<file path="config.mk">
export PLATFORM = sky130hd
export DESIGN_NAME = mem_pipe
export DESIGN_NICKNAME = d
export VERILOG_FILES = /design/src/rtl/mem_pipe_pkg.sv /design/src/rtl/barrier_ex_mem.sv /design/src/rtl/mem_access_fsm.sv /design/src/rtl/perf_counters.sv /design/src/rtl/barrier_mem_wb.sv /design/src/rtl/mem_pipe.sv
export SDC_FILE = /design/constraint.sdc
export NUM_CORES = 1
export LEC_CHECK = 0
export BUFFER_PORTS_ARGS = -buffer_cell sky130_fd_sc_hd__buf_4
export CAP_MARGIN = 40
export CORE_MARGIN = 8
export CORE_UTILIZATION = 63
export DETAILED_ROUTE_END_ITERATION = 7
export PLACE_DENSITY = 0.84
export SLEW_MARGIN = 20
export SYNTH_ARGS = -nofsm -noshare
export SYNTH_HDL_FRONTEND = slang
export SYNTH_HIERARCHICAL = 1
export SYNTH_SLANG_ARGS = --single-unit
</file>
<file path="constraint.sdc">
create_clock -name clk -period 8.8 [get_ports clk]
set_input_delay 1.32 -clock clk [delete_from_list [all_inputs] [get_ports clk]]
set_output_delay 1.32 -clock clk [all_outputs]
set_load 0.02 [all_outputs]
</file>
<file path="src/rtl/mem_pipe_pkg.sv">
package mem_pipe_pkg;

    // data and byte address
    typedef logic [15:0] word_t;

    // register file destination
    typedef logic [2:0] reg_t;

    // operation kind handed down from execute
    typedef enum logic [1:0] {
        op_alu,
        op_ldr,
        op_str
    } mem_op_t;

    typedef logic [2:0] perf_idx_t;

    // counter bank
    localparam int N_PERF = 7;

    // size of the counter window in bytes
    localparam int PERF_WINDOW = 16;

    // counter positions, address bits 3:1 in the window
    localparam perf_idx_t PERF_I_HIT   = 3'd0;
    localparam perf_idx_t PERF_I_MISS  = 3'd1;
    localparam perf_idx_t PERF_D_HIT   = 3'd2;
    localparam perf_idx_t PERF_D_MISS  = 3'd3;
    localparam perf_idx_t PERF_L2_HIT  = 3'd4;
    localparam perf_idx_t PERF_L2_MISS = 3'd5;
    localparam perf_idx_t PERF_STALL   = 3'd6;

endpackage : mem_pipe_pkg

</file>
<file path="src/rtl/barrier_ex_mem.sv">
module barrier_ex_mem
    import mem_pipe_pkg::*;
(
    input  logic    clk,
    input  logic    rst,
    input  logic    hold,

    input  logic    ex_valid,
    input  mem_op_t ex_op,
    input  word_t   ex_alu,
    input  word_t   ex_sr2,
    input  reg_t    ex_dest,

    output logic    mem_valid,
    output mem_op_t mem_op,
    output word_t   mem_alu,
    output word_t   mem_sr2,
    output reg_t    mem_dest
);

// valid bit is the only control state
always_ff @(posedge clk) begin
    if (rst) begin
        mem_valid <= 1'b0;
    end else if (!hold) begin
        mem_valid <= ex_valid;
    end
end

// payload just follows the valid bit
always_ff @(posedge clk) begin
    if (!hold) begin
        mem_op   <= ex_op;
        mem_alu  <= ex_alu;
        mem_sr2  <= ex_sr2;
        mem_dest <= ex_dest;
    end
end

endmodule : barrier_ex_mem

</file>
<file path="src/rtl/mem_access_fsm.sv">
module mem_access_fsm
    import mem_pipe_pkg::*;
#(
    parameter word_t PERF_BASE = 16'hff00
) (
    input  logic      clk,
    input  logic      rst,

    input  logic      mem_valid,
    input  mem_op_t   mem_op,
    input  word_t     mem_alu,
    input  word_t     mem_sr2,
    input  word_t     perf_data,

    output logic      hold,
    output logic      wb_valid,
    output logic      mdr_sel,
    output word_t     mdr,
    output logic      perf_rd,
    output logic      perf_clr,
    output perf_idx_t perf_idx,

    output logic      dmem_cyc,
    output logic      dmem_stb,
    output logic      dmem_we,
    output word_t     dmem_adr,
    output word_t     dmem_wdata,
    input  logic      dmem_ack,
    input  word_t     dmem_rdata
);

typedef enum logic {
    idle,
    bus_wait
} state_t;

localparam word_t WIN_MASK = ~word_t'(PERF_WINDOW - 1);

state_t state;
logic   is_mem_op;
logic   in_window;
logic   bus_req;

assign is_mem_op = mem_valid && (mem_op == op_ldr || mem_op == op_str);
assign in_window = (mem_alu & WIN_MASK) == PERF_BASE;
assign bus_req   = (state == idle) && is_mem_op && !in_window;

// counter accesses finish in their single MEM cycle
assign perf_rd  = (state == idle) && is_mem_op && in_window && (mem_op == op_ldr);
assign perf_clr = (state == idle) && is_mem_op && in_window && (mem_op == op_str);
assign perf_idx = mem_alu[3:1];

// stall from the first MEM cycle until the ack edge
assign hold     = bus_req || (state == bus_wait && !dmem_ack);
assign wb_valid = (state == idle && mem_valid && !bus_req) ||
                  (state == bus_wait && dmem_ack);

assign mdr_sel = (mem_op == op_ldr);
assign mdr     = perf_rd ? perf_data : dmem_rdata;

// strobes come up one cycle into the stall, so ack can never land early
assign dmem_cyc   = (state == bus_wait);
assign dmem_stb   = (state == bus_wait);
assign dmem_we    = (state == bus_wait) && (mem_op == op_str);
assign dmem_adr   = mem_alu;
assign dmem_wdata = mem_sr2;

always_ff @(posedge clk) begin
    if (rst) begin
        state <= idle;
    end else begin
        case (state)
            idle:     if (bus_req) state <= bus_wait;
            bus_wait: if (dmem_ack) state <= idle;
            default:  state <= idle;
        endcase
    end
end

endmodule : mem_access_fsm

</file>
<file path="src/rtl/perf_counters.sv">
module perf_counters
    import mem_pipe_pkg::*;
(
    input  logic      clk,
    input  logic      rst,

    input  logic      debug_i_cache_hit,
    input  logic      debug_i_cache_miss,
    input  logic      debug_d_cache_hit,
    input  logic      debug_d_cache_miss,
    input  logic      debug_l2_cache_hit,
    input  logic      debug_l2_cache_miss,
    input  logic      stall,

    input  logic      perf_clr,
    input  perf_idx_t perf_idx,
    output word_t     perf_data
);

word_t             cnt [N_PERF];
logic [N_PERF-1:0] ev;

always_comb begin
    ev               = '0;
    ev[PERF_I_HIT]   = debug_i_cache_hit;
    ev[PERF_I_MISS]  = debug_i_cache_miss;
    ev[PERF_D_HIT]   = debug_d_cache_hit;
    ev[PERF_D_MISS]  = debug_d_cache_miss;
    ev[PERF_L2_HIT]  = debug_l2_cache_hit;
    ev[PERF_L2_MISS] = debug_l2_cache_miss;
    ev[PERF_STALL]   = stall;
end

// a clear beats a same-cycle increment
always_ff @(posedge clk) begin
    if (rst) begin
        for (int i = 0; i < N_PERF; i++) begin
            cnt[i] <= '0;
        end
    end else begin
        for (int i = 0; i < N_PERF; i++) begin
            if (perf_clr && perf_idx == perf_idx_t'(i)) begin
                cnt[i] <= '0;
            end else if (ev[i]) begin
                cnt[i] <= cnt[i] + 16'd1;
            end
        end
    end
end

// index 7 has no counter behind it
always_comb begin
    perf_data = '0;
    for (int i = 0; i < N_PERF; i++) begin
        if (perf_idx == perf_idx_t'(i)) begin
            perf_data = cnt[i];
        end
    end
end

endmodule : perf_counters

</file>
<file path="src/rtl/barrier_mem_wb.sv">
module barrier_mem_wb
    import mem_pipe_pkg::*;
(
    input  logic    clk,
    input  logic    rst,

    input  logic    wb_valid,
    input  mem_op_t mem_op,
    input  reg_t    mem_dest,
    input  word_t   mem_alu,
    input  word_t   mdr,
    input  logic    mdr_sel,

    output reg_t    regfile_dest,
    output word_t   regfile_data,
    output logic    regfile_load
);

logic  load_next;
word_t data_next;

// stores retire without a register write
assign load_next = wb_valid && (mem_op != op_str);
assign data_next = mdr_sel ? mdr : mem_alu;

always_ff @(posedge clk) begin
    if (rst) begin
        regfile_load <= 1'b0;
    end else begin
        regfile_load <= load_next;
    end
end

// dest and data only load when an op completes
always_ff @(posedge clk) begin
    if (wb_valid) begin
        regfile_dest <= mem_dest;
        regfile_data <= data_next;
    end
end

endmodule : barrier_mem_wb

</file>
<file path="src/rtl/mem_pipe.sv">
module mem_pipe
    import mem_pipe_pkg::*;
#(
    parameter word_t PERF_BASE = 16'hff00
) (
    input  logic    clk,
    input  logic    rst,

    input  logic    ex_valid,
    input  mem_op_t ex_op,
    input  word_t   ex_alu,
    input  word_t   ex_sr2,
    input  reg_t    ex_dest,
    output logic    ex_stall,

    output logic    dmem_cyc,
    output logic    dmem_stb,
    output logic    dmem_we,
    output word_t   dmem_adr,
    output word_t   dmem_wdata,
    input  logic    dmem_ack,
    input  word_t   dmem_rdata,

    input  logic    debug_i_cache_hit,
    input  logic    debug_i_cache_miss,
    input  logic    debug_d_cache_hit,
    input  logic    debug_d_cache_miss,
    input  logic    debug_l2_cache_hit,
    input  logic    debug_l2_cache_miss,

    output reg_t    regfile_dest,
    output word_t   regfile_data,
    output logic    regfile_load
);

logic      mem_valid;
mem_op_t   mem_op;
word_t     mem_alu;
word_t     mem_sr2;
reg_t      mem_dest;

logic      hold;
logic      wb_valid;
logic      mdr_sel;
word_t     mdr;
logic      perf_rd;
logic      perf_clr;
perf_idx_t perf_idx;
word_t     perf_data;

// the access FSM is the only stall source
assign ex_stall = hold;

barrier_ex_mem _barrier_ex_mem (
    .clk, .rst, .hold,
    .ex_valid, .ex_op, .ex_alu, .ex_sr2, .ex_dest,
    .mem_valid, .mem_op, .mem_alu, .mem_sr2, .mem_dest
);

mem_access_fsm #(.PERF_BASE(PERF_BASE)) _mem_access_fsm (
    .clk, .rst,
    .mem_valid, .mem_op, .mem_alu, .mem_sr2, .perf_data,
    .hold, .wb_valid, .mdr_sel, .mdr, .perf_rd, .perf_clr, .perf_idx,
    .dmem_cyc, .dmem_stb, .dmem_we, .dmem_adr, .dmem_wdata, .dmem_ack, .dmem_rdata
);

perf_counters _perf_counters (
    .clk, .rst,
    .debug_i_cache_hit, .debug_i_cache_miss,
    .debug_d_cache_hit, .debug_d_cache_miss,
    .debug_l2_cache_hit, .debug_l2_cache_miss,
    .stall(hold),
    .perf_clr, .perf_idx, .perf_data
);

barrier_mem_wb _barrier_mem_wb (
    .clk, .rst,
    .wb_valid, .mem_op, .mem_dest, .mem_alu, .mdr, .mdr_sel,
    .regfile_dest, .regfile_data, .regfile_load
);

endmodule : mem_pipe

</file>
Yosys cells after proc, flatten, opt, wreduce, memory -nomap -nowiden
Memory sizes are Yosys's and may differ from the RTL's.
Cells that the tools add are included.

storage, ports and cells
  flip-flop bits (word level) = 59
  latch bits = 0
  memory bits (writable) = 112
  bits in read-only memories = 0
  input port bits = 63
  output and inout port bits = 56
  word-level logic and storage cells = 145
  memories kept = 1

memories
  memory              words  bits a word  rd ports  clocked after memory_dff  write ports  RTL line             text
  _perf_counters.cnt  7      16           7         0                         7            perf_counters.sv:20  word_t cnt [N_PERF];

operators by class
  add/subtract/negate cells = 7
  multipliers = 0
  div/mod/pow operators = 0
  order comparisons = 0
  equality and inequality tests = 10
  shift operators = 0
  muxes and demuxes = 77
  bitwise operators = 15
  reduce and logical (&&, ||, !) cells = 26

operators by type and width
  cell                                            number
  two-way mux 16 bit                              23
  adder 16 x 1 -> 16 bit (second input constant)  7
  two-way mux 1 bit                               53
  logical AND 1 bit                               19
  OR 1 bit                                        14
  == test 12 bit (second input constant)          1
  == test 3 bit (second input constant)           3
  == test 3 x 2 -> 1 bit (second input constant)  2
  == test 3 x 1 -> 1 bit (second input constant)  1
  logical NOT 1 bit                               3
  logical NOT 3 bit                               1
  logical OR 1 bit                                3
  == test 2 x 1 -> 1 bit (second input constant)  1
  == test 2 bit (second input constant)           1
  inequality test 2 bit (second input constant)   1
  case mux 1 bit (2 select lines)                 1
  NOT 1 bit                                       1

Longest topological paths before layout
  word-level depth = 12
  gate-level depth with buffers = 9
  mapped depth without buffers = 8

Modules after synthesis
The synthesis kept the hierarchy.

by module, submodules not included
  module          times used  cells each  area each (µm²)  seq. area each (µm²)
  perf_counters   1           640         6,841.6          3,363.2
  barrier_ex_mem  1           41          1,148.6          1,131.1
  barrier_mem_wb  1           40          853.3            590.6
  mem_access_fsm  1           79          718.2            20.0

Worst setup path before layout
No wires, ideal clock.

  kind = input to output
  from = in dmem_ack
  to = out ex_stall
  arrival = 1,834 ps
  required time = 7,480 ps
  setup slack = 5,646 ps
  cell stages on the path = 2
  buffers on the path = 0
  cell sequence = nand2b_1 -> o21ai_0

between the ends
  cells in the longest elaborated chain, start to end = 3

RTL lines
  what                RTL line              text
  start: declaration  mem_pipe.sv:21        input logic dmem_ack,
  logical NOT 1 bit   mem_access_fsm.sv:54  assign hold = bus_req || (state == bus_wait && !dmem_ack);
  logical AND 1 bit   mem_access_fsm.sv:54
  logical OR 1 bit    mem_access_fsm.sv:54
  end: declaration    mem_pipe.sv:14        output logic ex_stall,

No other way between the ends.

Worst setup path in the final report
  from = reg _barrier_ex_mem.mem_op[0]
  to = out ex_stall

between the ends
  cells in the longest elaborated chain, start to end = 6
  elaborated cells on any way between the ends = 7
  classes of those cells = eq/ne: 2; reduce/logical: 5

RTL lines
  what                                                     RTL line              text
  start: declaration                                       barrier_ex_mem.sv:15  output mem_op_t mem_op,
  start signal: assignment                                 barrier_ex_mem.sv:33  mem_op <= ex_op;
  == test 2 x 1 -> 1 bit or == test 2 bit (tied branches)  mem_access_fsm.sv:44  assign is_mem_op = mem_valid && (mem_op == op_ldr || mem_op == op_str);
  logical OR 1 bit (*)                                     mem_access_fsm.sv:44
  logical AND 1 bit (*)                                    mem_access_fsm.sv:44
  logical AND 1 bit (*) (2 in series)                      mem_access_fsm.sv:46  assign bus_req = (state == idle) && is_mem_op && !in_window;
  logical OR 1 bit (*)                                     mem_access_fsm.sv:54

Every way passes the cells marked *; elsewhere a longest branch is shown, timed or not.

==> impl_metrics.json <==
{
  "outcome": "completed",
  "initial_utilization_pct": 63.6,
  "crit_type": "reg2out",
  "wl_mm": 22.4,
  "netlist_area_sq_mm": 0.00956,
  "hold_slack_ns": 0.420,
  "synth.avg_cell_area_sq_um": 12.0,
  "power_frac_comb_pct": 14.5,
  "antenna_found_initial": 0,
  "ys_warn_count": 6,
  "core_sq_mm": 0.0150,
  "reg2reg_setup_slack_ns": 5.53,
  "cts_setup_buffers": 0,
  "whs_path_depth": 0,
  "syn_nets": 871,
  "power.switching_mw": 0.547,
  "grt_max_degree": 41,
  "h-tree-depth": 4,
  "drtPass1Iterations": 6,
  "n_fill_cell": 946,
  "viasPerCell": 6.08,
  "p_leak_nw": 3.98,
  "grt_first_pass_wirelength_mm": 34.5,
  "chipHeight_um": 139,
  "r2r_cells": 5,
  "rows": 45,
  "cts_sinks": 171,
  "rsz0062_at_grt": "false",
  "first_iter_violations": 937,
  "drv_cap": 0,
  "syn2layout_area_growth_pct": 13.3,
  "drive_gt1_share_pct": 24.7,
  "skew_ns": 0.00795,
  "die_area_sq_mm": 0.0194,
  "swShare_pct": 26.2,
  "reg2reg_to": "_perf_counters/cnt[1][15]$_SDFFCE_PN0P_",
  "vias": 6553,
  "final_cells": 1077,
  "cts-root-buf": "clkbuf_16",
  "final_nets": 948,
  "placed_cells_incl_taps": 1044,
  "setup_slack_ns": 4.88,
  "postCtsHoldBufs": 0,
  "start_kind": "register",
  "max_freq_ghz": 0.255,
  "hp-class": "reg2reg",
  "ant_nets": 0,
  "place_congestion": 0.880,
  "wl_per_cell_um": 20.8,
  "clkLatencyLatePin_ns": 0.43,
  "end_kind": "output port",
  "power.density_mw_per_mm2": 193,
  "cts_buffers": 17,
  "p_seq_share_pct": 50.2,
  "drc": 0,
  "totalPowerFinal_mw": 2.09,
  "die_x_um": 139,
  "min_to": "_barrier_mem_wb/regfile_dest[1]$_DFFE_PP_",
  "setup_viol": 0,
  "grt_overflow_total": 0,
  "numPortBuffers": 118,
  "clk_pin_slew_ns": 0.07,
  "final.setup.tns_ns": 0,
  "crit_fanout": 6,
  "ir_drop_v": 0.000155,
  "dpl_worst_slack_ns": 5.32,
  "finalCriticalPeriod_ns": 3.92,
  "cp.arrival_ns": 2.60,
  "clock_path_buffers": 2,
  "period_share_pct": 44.5,
  "slew_viol_final": 0,
  "required_ns": 7.48,
  "dp_hpwl_mm": 16.2,
  "netlist_instances": 799,
  "hold_viol": 0,
  "p_clk_share_pct": 35.3,
  "r2r_start": "_barrier_ex_mem/mem_alu[4]$_DFFE_PN_",
  "p_int_mw": 1.54,
  "track_usage_pct": 23.1,
  "cts_resized": 0,
  "min_from": "_barrier_ex_mem/mem_dest[1]$_DFFE_PN_",
  "grt_pass1_vias": 6283,
  "io_pins": 119,
  "slew_headroom_pct": 42.7,
  "max_slew.worst_pin.slew_ns": 0.851,
  "num_antenna_cells": 0,
  "cts_tree": "done"
}
state kept, by name, summed over array words and instances (netlist names):
| signal | cells |
|---|---|
| _barrier_ex_mem/mem_alu | 16 |
| _barrier_ex_mem/mem_dest | 3 |
| _barrier_ex_mem/mem_op | 2 |
| _barrier_ex_mem/mem_sr2 | 16 |
| _barrier_ex_mem/mem_valid | 1 |
| _barrier_mem_wb/regfile_data | 16 |
| _barrier_mem_wb/regfile_dest | 3 |
| _barrier_mem_wb/regfile_load | 1 |
| _mem_access_fsm/dmem_cyc | 1 |
| _perf_counters/cnt | 112 |
per-stage QoR:
stage	utilization [%]	area, sq um
3_3_place_gp	67.9	10200
3_5_place_dp	68.1	10200
6_report	72.0	10800
4_1_cts	71.9	10800
2_1_floorplan	-	9560
5_1_grt	72.0	10800
routing by layer:
layer  wire length [um]  track usage [%]  share of wire [%]  vias to the layer above
li1                   -                -                  -                     3036
met1               8970             29.3                 40                     3174
met2              11100             37.9                 50                      312
met3               1910             6.27                8.5                       31
met4                397             7.11                1.8                        0
met5                  0                0                  0                        -
worst max path at each step:
stage / start / to / slack (ns) / depth (start not counted)
6_report: _barrier_ex_mem/mem_op[0]$_DFFE_PN_ / ex_stall / 4.88 / 6
2_1_floorplan: dmem_ack / ex_stall / 5.65 / 2
4_1_cts: _barrier_ex_mem/mem_op[0]$_DFFE_PN_ / ex_stall / 4.91 / 6
5_1_grt: _barrier_ex_mem/mem_op[0]$_DFFE_PN_ / ex_stall / 4.74 / 6
3_5_place_dp: dmem_ack / ex_stall / 5.32 / 4
3_3_place_gp: dmem_ack / ex_stall / 5.35 / 4
critical path: stages, from the launching register on:
cell and delay [ns]:
edfxtp_1 0.38, inv_1 0.06, ha_1 0.33, nor3b_1 0.34
inv_1 0.10, o21ai_0 0.68, buf_4 0.28
power by group through the flow:
stage | sequential (mW) | clock [mW] | combinational, mW
after floorplan | 1.05 | 0 | 0.210
after CTS | 1.05 | 0.739 | 0.296
final | 1.05 | 0.738 | 0.302
after global placement | 1.06 | 0 | 0.283
after detailed placement | 1.07 | 0 | 0.294
after global routing | 1.06 | 0.770 | 0.319
final cells by class:
class	count	area [sq um]	share of cell area, %
Sequential cell	171	5100	47.1
Multi-Input combinational cell	542	3890	35.9
Timing Repair Buffer	125	961	8.87
Clock buffer	21	450	4.16
Tap cell	188	235	2.17
Clock inverter	11	120	1.11
Inverter	19	71.3	0.659
placed cells by master, fill, tap and decap left out, drive strengths merged, types with 4 or more instances in the layout:
master,n
a21oi,4
and2,5
and3,15
and4,7
buf,125
clkbuf,21
clkinv,4
edfxtp,168
ha,9
inv,21
mux2,46
mux2i,17
mux4,16
nand2,49
nand2b,4
nand3,33
nand4,36
nor2,125
nor3,16
nor4,20
o21ai,20
or3,5
xnor2,60
xor2,36
No activity file was read; power rests on OpenSTA's default activity.
